## config.mk

```make
export PLATFORM = sky130hd
export DESIGN_NAME = chassis_power_top
export DESIGN_NICKNAME = d
export VERILOG_FILES = /design/src/design/chassis_power_pkg.sv /design/src/design/seq_timer_if.sv /design/src/design/switch_debouncer.sv /design/src/design/sequence_timer.sv /design/src/design/power_sequencer.sv /design/src/design/status_leds.sv /design/src/design/chassis_power_top.sv
export VERILOG_INCLUDE_DIRS = /design/src /design/src/design
export SDC_FILE = /design/constraint.sdc
export NUM_CORES = 1
export LEC_CHECK = 0
export CORE_AREA = 5 5 78 80
export CTS_CLUSTER_SIZE = 20
export DETAILED_ROUTE_END_ITERATION = 12
export DIE_AREA = 0 0 83 85
export DONT_BUFFER_PORTS = 1
export GPL_TIMING_DRIVEN = 0
export PLACE_DENSITY = 0.57
export SYNTH_ARGS = -nofsm -noshare
export SYNTH_HDL_FRONTEND = slang
export SYNTH_SLANG_ARGS = --single-unit
```

## constraint.sdc

```tcl
create_clock -name gclk40 -period 3.65 [get_ports gclk40]
set_input_delay 0.1825 -clock gclk40 [delete_from_list [all_inputs] [get_ports gclk40]]
set_output_delay 0.1825 -clock gclk40 [all_outputs]
set_load 0.05 [all_outputs]
```

## src/design/chassis_power_macros.svh

```systemverilog
`ifndef CHASSIS_POWER_MACROS_SVH
`define CHASSIS_POWER_MACROS_SVH

// Width of the sequencer wait counter
`define TIMER_WIDTH 16

// Button filter
`define DEBOUNCE_WIDTH  5   // Holds 0 .. DEBOUNCE_CYCLES-1
`define DEBOUNCE_CYCLES 16  // Cycles a new level must hold before it counts

// Sequencer waits, in gclk40 cycles
`define PG_TIMEOUT_CYCLES      200  // Supply on to power-good, worst case
`define POWER_DOWN_WAIT_CYCLES 100  // Press to supply off

// LED blink counter and the bits that set the two blink rates
`define BLINK_WIDTH    8
`define SLOW_BLINK_BIT 7
`define FAST_BLINK_BIT 5

`endif

```

## src/design/chassis_power_pkg.sv

```systemverilog
`default_nettype none

package chassis_power_pkg;

  ////////////////////////////////////////////////////////////////////////////
  // Power sequencer states
  ////////////////////////////////////////////////////////////////////////////
  typedef enum logic [1:0] {
    OFF       = 2'b00,  // Supply off, waiting for a press
    WAIT_PG   = 2'b01,  // Supply requested, waiting for power-good
    ON        = 2'b10,  // Board powered
    DOWN_WAIT = 2'b11   // Orderly shutdown in progress
  } power_state_t;

  ////////////////////////////////////////////////////////////////////////////
  // Why the board has no power
  ////////////////////////////////////////////////////////////////////////////
  // The two abnormal causes sit at 01 and 10
  typedef enum logic [1:0] {
    CAUSE_NONE       = 2'b00,
    CAUSE_POWER_LOST = 2'b01,
    CAUSE_PG_TIMEOUT = 2'b10,
    CAUSE_BUTTON     = 2'b11
  } no_power_cause_t;

endpackage

`default_nettype wire

```

## src/design/seq_timer_if.sv

```systemverilog
`timescale 1ns/1ps
`default_nettype none

`include "chassis_power_macros.svh"

// Link between the power sequencer and its wait timer
interface seq_timer_if;

  logic                    start;       // One-cycle pulse, (re)loads the counter
  logic [`TIMER_WIDTH-1:0] load_value;  // Wait length in cycles
  logic                    busy;        // A wait is running
  logic                    done;        // One-cycle pulse when the wait ends

  modport sequencer (output start, output load_value, input busy, input done);
  modport timer     (input start, input load_value, output busy, output done);

endinterface

`default_nettype wire

```

## src/design/switch_debouncer.sv

```systemverilog
`timescale 1ns/1ps
`default_nettype none

`include "chassis_power_macros.svh"

module switch_debouncer (
  input  wire logic gclk40,
  input  wire logic hard_reset,
  input  wire logic switch_n_i,  // Front-panel button, low when pressed
  output logic      press_o      // One pulse per accepted press
);

  logic                       sync_meta_q;
  logic                       sync_q;
  logic                       level_q;  // Debounced level, high means pressed
  logic [`DEBOUNCE_WIDTH-1:0] stable_cnt_q;
  logic                       pressed;
  logic                       settled;

  // Two-flop synchronizer, idles at released
  always_ff @(posedge gclk40) begin
    if (!hard_reset) begin
      sync_meta_q <= 1'b1;
      sync_q      <= 1'b1;
    end else begin
      sync_meta_q <= switch_n_i;
      sync_q      <= sync_meta_q;
    end
  end

  assign pressed = ~sync_q;
  // Last cycle of a run that differs from the debounced level
  assign settled = (stable_cnt_q == `DEBOUNCE_WIDTH'(`DEBOUNCE_CYCLES - 1));

  // Count how long the input has differed from the debounced level.
  // Any return to the old level restarts the count
  always_ff @(posedge gclk40) begin
    if (!hard_reset) begin
      stable_cnt_q <= '0;
      level_q      <= 1'b0;
      press_o      <= 1'b0;
    end else begin
      press_o <= 1'b0;
      if (pressed == level_q) begin
        stable_cnt_q <= '0;
      end else if (settled) begin
        stable_cnt_q <= '0;
        level_q      <= pressed;
        press_o      <= pressed;  // Rising edge of the debounced level only
      end else begin
        stable_cnt_q <= stable_cnt_q + 1'b1;
      end
    end
  end

endmodule

`default_nettype wire

```

## src/design/sequence_timer.sv

```systemverilog
`timescale 1ns/1ps
`default_nettype none

`include "chassis_power_macros.svh"

module sequence_timer (
  input  wire logic  gclk40,
  input  wire logic  hard_reset,
  seq_timer_if.timer tmr
);

  logic [`TIMER_WIDTH-1:0] count_q;
  logic                    busy_q;

  ////////////////////////////////////////////////////////////////////////////
  // Down-counter
  ////////////////////////////////////////////////////////////////////////////
  // A start always wins, so a new wait throws away the one in progress
  always_ff @(posedge gclk40) begin
    if (tmr.start) begin
      count_q <= tmr.load_value;
    end else if (busy_q) begin
      count_q <= count_q - 1'b1;
    end
  end

  always_ff @(posedge gclk40) begin
    if (!hard_reset) begin
      busy_q <= 1'b0;
    end else if (tmr.start) begin
      busy_q <= 1'b1;
    end else if (tmr.done) begin
      busy_q <= 1'b0;  // Wait is over
    end
  end

  // The counter holds 1 in the cycle that is load_value cycles after start.
  // A start in that same cycle discards the old count and its done pulse
  assign tmr.busy = busy_q;
  assign tmr.done = busy_q && !tmr.start && (count_q == `TIMER_WIDTH'(1));

endmodule

`default_nettype wire

```

## src/design/power_sequencer.sv

```systemverilog
`timescale 1ns/1ps
`default_nettype none

`include "chassis_power_macros.svh"

module power_sequencer import chassis_power_pkg::*; (
  input  wire logic      gclk40,
  input  wire logic      hard_reset,
  input  wire logic      press_i,       // Debounced button press
  input  wire logic      atx_pwr_ok_i,  // ATX power-good, asynchronous
  seq_timer_if.sequencer tmr,
  output power_state_t   state_o,
  output no_power_cause_t cause_o,
  output logic           ps_on_n_o,     // ATX supply enable, active low
  output logic           power_ok_o,
  output logic           controller_reset_o
);

  logic                    pg_meta_q;
  logic                    pg_q;
  power_state_t            state_q;
  power_state_t            state_d;
  no_power_cause_t         cause_q;
  no_power_cause_t         cause_d;
  logic                    start_q;
  logic [`TIMER_WIDTH-1:0] load_q;
  logic                    enter_wait_pg;
  logic                    enter_down_wait;

  ////////////////////////////////////////////////////////////////////////////
  // Power-good synchronizer
  ////////////////////////////////////////////////////////////////////////////
  always_ff @(posedge gclk40) begin
    if (!hard_reset) begin
      pg_meta_q <= 1'b0;
      pg_q      <= 1'b0;
    end else begin
      pg_meta_q <= atx_pwr_ok_i;
      pg_q      <= pg_meta_q;
    end
  end

  ////////////////////////////////////////////////////////////////////////////
  // Next-state logic
  ////////////////////////////////////////////////////////////////////////////
  always_comb begin
    state_d = state_q;
    cause_d = cause_q;
    case (state_q)
      OFF: begin
        if (press_i) begin
          state_d = WAIT_PG;  // Old cause stays until a new one arrives
        end
      end
      WAIT_PG: begin
        if (pg_q) begin
          state_d = ON;
        end else if (tmr.done) begin
          state_d = OFF;
          cause_d = CAUSE_PG_TIMEOUT;
        end
      end
      ON: begin
        // Supply dropout takes priority over a press in the same cycle
        if (!pg_q) begin
          state_d = OFF;
          cause_d = CAUSE_POWER_LOST;
        end else if (press_i) begin
          state_d = DOWN_WAIT;
        end
      end
      DOWN_WAIT: begin
        // Power-good is ignored here because the supply is on its way down anyway
        if (tmr.done) begin
          state_d = OFF;
          cause_d = CAUSE_BUTTON;
        end
      end
      default: begin
        state_d = OFF;
      end
    endcase
  end

  assign enter_wait_pg   = (state_d == WAIT_PG) && (state_q != WAIT_PG);
  assign enter_down_wait = (state_d == DOWN_WAIT) && (state_q != DOWN_WAIT);

  ////////////////////////////////////////////////////////////////////////////
  // State, cause and registered outputs
  ////////////////////////////////////////////////////////////////////////////
  always_ff @(posedge gclk40) begin
    if (!hard_reset) begin
      state_q            <= OFF;
      cause_q            <= CAUSE_NONE;
      start_q            <= 1'b0;
      ps_on_n_o          <= 1'b1;
      power_ok_o         <= 1'b0;
      controller_reset_o <= 1'b1;
    end else begin
      state_q            <= state_d;
      cause_q            <= cause_d;
      start_q            <= enter_wait_pg || enter_down_wait;
      ps_on_n_o          <= (state_d == OFF);
      power_ok_o         <= (state_d == ON);
      controller_reset_o <= (state_d != ON);  // Controller held until power is good
    end
  end

  // The timer samples the wait length only together with start
  always_ff @(posedge gclk40) begin
    if (enter_wait_pg) begin
      load_q <= `TIMER_WIDTH'(`PG_TIMEOUT_CYCLES);
    end else if (enter_down_wait) begin
      load_q <= `TIMER_WIDTH'(`POWER_DOWN_WAIT_CYCLES);
    end
  end

  assign tmr.start      = start_q;
  assign tmr.load_value = load_q;

  assign state_o = state_q;
  assign cause_o = cause_q;

endmodule

`default_nettype wire

```

## src/design/status_leds.sv

```systemverilog
`timescale 1ns/1ps
`default_nettype none

`include "chassis_power_macros.svh"

module status_leds import chassis_power_pkg::*; (
  input  wire logic            gclk40,
  input  wire logic            hard_reset,
  input  wire power_state_t    state_i,
  input  wire no_power_cause_t cause_i,
  output logic [1:0]           led_n_o   // Bit 0 power, bit 1 action, active low
);

  logic [`BLINK_WIDTH-1:0] blink_q;
  logic                    bad_power_down;
  logic                    power_led;
  logic                    action_led;

  // Free-running blink counter
  always_ff @(posedge gclk40) begin
    if (!hard_reset) begin
      blink_q <= '0;
    end else begin
      blink_q <= blink_q + 1'b1;
    end
  end

  ////////////////////////////////////////////////////////////////////////////
  // LED mapping
  ////////////////////////////////////////////////////////////////////////////
  assign bad_power_down = (cause_i == CAUSE_POWER_LOST) ||
                          (cause_i == CAUSE_PG_TIMEOUT);

  always_comb begin
    if (state_i == ON) begin
      power_led  = 1'b1;
      action_led = 1'b0;
    end else begin
      power_led  = blink_q[`SLOW_BLINK_BIT];  // Slow blink while unpowered
      // Fast blink flags an abnormal power-down
      action_led = bad_power_down ? blink_q[`FAST_BLINK_BIT] : 1'b0;
    end
  end

  // Both LEDs light during reset as a lamp test
  assign led_n_o = hard_reset ? ~{action_led, power_led} : 2'b00;

endmodule

`default_nettype wire

```

## src/design/chassis_power_top.sv

```systemverilog
`timescale 1ns/1ps
`default_nettype none

module chassis_power_top import chassis_power_pkg::*; (
  input  wire logic       gclk40,
  input  wire logic       hard_reset,        // Synchronous, active low
  input  wire logic       chs_powerdown_n_i, // Front-panel power button
  input  wire logic       atx_pwr_ok_i,
  output logic            ps_on_n_o,
  output logic            power_ok_o,
  output logic            controller_reset_o,
  output no_power_cause_t no_power_cause_o,
  output logic [1:0]      chs_led_n_o        // Bit 0 power, bit 1 action
);

  logic         press;
  power_state_t power_state;

  seq_timer_if seq_tmr ();

  ////////////////////////////////////////////////////////////////////////////
  // Button filter
  ////////////////////////////////////////////////////////////////////////////
  switch_debouncer switch_debouncer_inst (
    .gclk40     (gclk40),
    .hard_reset (hard_reset),
    .switch_n_i (chs_powerdown_n_i),
    .press_o    (press)
  );

  ////////////////////////////////////////////////////////////////////////////
  // Sequencer and its wait timer
  ////////////////////////////////////////////////////////////////////////////
  power_sequencer power_sequencer_inst (
    .gclk40             (gclk40),
    .hard_reset         (hard_reset),
    .press_i            (press),
    .atx_pwr_ok_i       (atx_pwr_ok_i),
    .tmr                (seq_tmr.sequencer),
    .state_o            (power_state),
    .cause_o            (no_power_cause_o),
    .ps_on_n_o          (ps_on_n_o),
    .power_ok_o         (power_ok_o),
    .controller_reset_o (controller_reset_o)
  );

  sequence_timer sequence_timer_inst (
    .gclk40     (gclk40),
    .hard_reset (hard_reset),
    .tmr        (seq_tmr.timer)
  );

  ////////////////////////////////////////////////////////////////////////////
  // Chassis LEDs
  ////////////////////////////////////////////////////////////////////////////
  status_leds status_leds_inst (
    .gclk40     (gclk40),
    .hard_reset (hard_reset),
    .state_i    (power_state),
    .cause_i    (no_power_cause_o),
    .led_n_o    (chs_led_n_o)
  );

endmodule

`default_nettype wire

```

==> reports/qor.csv <==
stage;metric;value;unit
logic_synthesis;ys_types;45;
sta;tightestPinTransition;1170;ps
finish;drive_above_1_share;0.0829;
worst_setup_path;path_class;flop to flop;
die;dieArea;7060;sq um
detailed_routing;drtAntennaViolNets;0;
worst_setup_path;worst_path_largest_cell_delay;640;ps
worst_setup_path;start_kind;flop;
detailed_routing;wl_per_cell;12.4;microns
global_route;grt_usage;0.107;
logic_synthesis;synth_largest_type_area_fraction;0.295;
detailed_routing;wirelength;3450;microns
clocking;cts_max_path_buffers;2;
sta;slew_headroom;0.218;
detailed_routing;drt_iter0_markers;48;
sta;hold_viol;0;
die;die-width;83;microns
logic_synthesis;async_flop_share;0;
placed_design;placed_area;2130;sq um
finish;final_nets;213;
job;maxCapViolCount;0;
worst_setup_path;cp_slowest_cell;nor3b_1;
detailed_routing;num_vias;1347;
sta;fin_tns_setup;0;ps
clocking;root_buffer;clkbuf_8;
placed_design;dp_hpwl;2380;microns
finish;antenna_cells;0;
logic_synthesis;ys_seq_elements;46;
worst_setup_path;path_max_fanout;6;
logic_synthesis;syn-num-nets;204;
sta;min_period;2380;ps
placed_design;port_buffers;0;
sta;fmax;421;MHz
worst_setup_path;arrival;2520;ps
finish;utilization;0.423;
worst_setup_path;critical_path_required;3800;ps
finish;syn_to_final_growth;10.9;%
detailed_routing;drc;0;
global_route;grt_first_pass_wirelength;6180;microns
logic_synthesis;synth_cells;195;
logic_synthesis;synthesis.area;2030;sq um
power_and_ir_drop;power_leakage;0.820;nW
global_route;antenna_found_initial;0;
detailed_routing;firstDrtPassIters;4;
logic_synthesis;synth_area_per_cell;10.4;sq um
global_route;grt_pass1_vias;1297;
clocking;ctsHtreeMaxLevel;2;
hold_path;hold_path_class;input pin to flop;
finish;final_cell_area;2260;sq um
placed_design;gp_congestion;0.739;
logic_synthesis;synth_ff_type;dfxtp_1;
power_and_ir_drop;ir_worst_vdd;0.205;mV
sta;finClkSkew;2.03;ps
logic_synthesis;yosys.area.top_type;dfxtp_1;
status;status;completed;
die;io-pin-count;11;
clocking;post-cts-setup-buffers;0;
logic_synthesis;yosys_warnings;0;
sta;grt_setup_unrepaired;false;
clocking;cts_tree;done;
sta;fin_crit_sh;0.651;
clocking;clk_pin_slew;90;ps
clocking;cts_sinks;46;
logic_synthesis;yosys-top-cells-area;dfxtp_1 (30%), edfxtp_1 (24%), xor2_1 (6.5%), nor2_1 (5.5%), ha_1 (3.1%);
clocking;insertion_delay;300;ps
power_and_ir_drop;p_per_area;402;nW/um^2
logic_synthesis;synth_common_cells;dfxtp_1 (30), nor2_1 (30), edfxtp_1 (16);
die;num_rows;27;
global_route;grt_start_max_net_pins;17;
worst_setup_path;endpoint_kind;flop;
logic_synthesis;synth-edff-count;16;
global_route;grt_overflow_total;0;
clocking;numCtsBuffers;5;
sta;slew_viol_final;0;
worst_setup_path;crit_chain;inv_1, ha_1, nor3b_1, nand2_1, or4_1, a21oi_1;
die;core;5340;sq um
detailed_routing;vias_per_cell;4.86;
die;initial_core_util;0.381;
clocking;holdBufCountCts;2;
die;fp.dieH;85;microns
power_and_ir_drop;total_power;908;uW
logic_synthesis;yosysSeqAreaShare;0.531;
sta;finalSetupViolCount;0;
clocking;ctsResizeCount;0;
[cell type report]
| class | instances | area [sq um] |
|---|---|---|
| plain buffers | 5 | 18.8 |
| clock buffers | 6 | 93.8 |
| clock inverters | 2 | 13.8 |
| fillers | 547 | 3080 |
| inverters | 8 | 30.0 |
| multi-input cells | 136 | 910 |
| flip-flops and latches | 46 | 1080 |
| well taps | 72 | 90.1 |
| repair buffers | 2 | 20.0 |
[stage by stage]
step,setup WS [ps],instances,hold slack (ps)
2_1_floorplan,1540,195,284
3_3_place_gp,1240,267,286
3_5_place_dp,1260,267,288
4_1_cts,1230,277,126
5_1_grt,1010,277,139
6_report,1270,277,131
[worst max-delay path: cells and delay by family, from the launching register on]
family / cells / cell delay, ps
compound gates: 1 / 160
simple gates: 3 / 1340
fa+ha+maj: 1 / 180
flops: 1 / 460
buf+inv: 1 / 90
[cell families after synthesis]
kind of cell / Yosys count / share of synthesized area
AND/OR/NAND/NOR: 84 / 0.234
flip-flops: 46 / 0.531
AO/OA/AOI/OAI: 26 / 0.0867
XOR/XNOR: 19 / 0.0818
buffers and inverters: 13 / 0.0240
adder cells (fa/ha/maj): 5 / 0.0308
multiplexers: 2 / 0.0111
[sequential cells by signal, summed over array words and instances (netlist names), 2 cells and up]
signal                               count
power_sequencer_inst.state_o             2
power_sequencer_inst.tmr.load_value      2
switch_debouncer_inst.stable_cnt_q       5
status_leds_inst.blink_q                 8
sequence_timer_inst.count_q             16
power_sequencer_inst.cause_o             2
[final timing paths]
check	from	end	slack (ps)	cells after the start
max	sequence_timer_inst.count_q[0]$_SDFFCE_PP0P_	sequence_timer_inst.count_q[14]$_SDFFCE_PP0P_	1270	6
min	hard_reset	switch_debouncer_inst.level_q$_SDFFE_PN0P_	130	2
max reg2reg	sequence_timer_inst.count_q[0]$_SDFFCE_PP0P_	sequence_timer_inst.count_q[14]$_SDFFCE_PP0P_	1270	6
min reg2reg	switch_debouncer_inst.sync_meta_q$_SDFF_PN1_	switch_debouncer_inst.sync_q$_SDFF_PN1_	420	1
[report_power, final]
group	internal [mW]	leakage [nW]	switching, mW
Sequential	0.531	0.387	0.00276
Clock	0.178	0.0567	0.177
Combinational	0.00719	0.376	0.0134
[cell usage in the layout (no fill, tap or decap), types with 3 or more instances in the layout]
cell type / instances
a21oi_1: 7
xor2_1: 15
a31oi_1: 3
clkbuf_8: 5
o21ai_0: 4
and2_1: 3
edfxtp_1: 16
and3_1: 6
nand2b_1: 8
nor2_1: 30
xnor2_1: 4
clkbuf_1: 4
ha_1: 5
inv_1: 7
nand2_1: 6
nand3_1: 8
dfxtp_1: 30
[metal layers]
layer	share of wire	track usage	vias to the layer above
met5	0	0	-
met4	0.018	0.0446	0
met3	0.033	0.0350	5
met2	0.46	0.165	9
met1	0.49	0.139	626
li1	-	-	707
No activity file was read; power rests on OpenSTA's default activity.
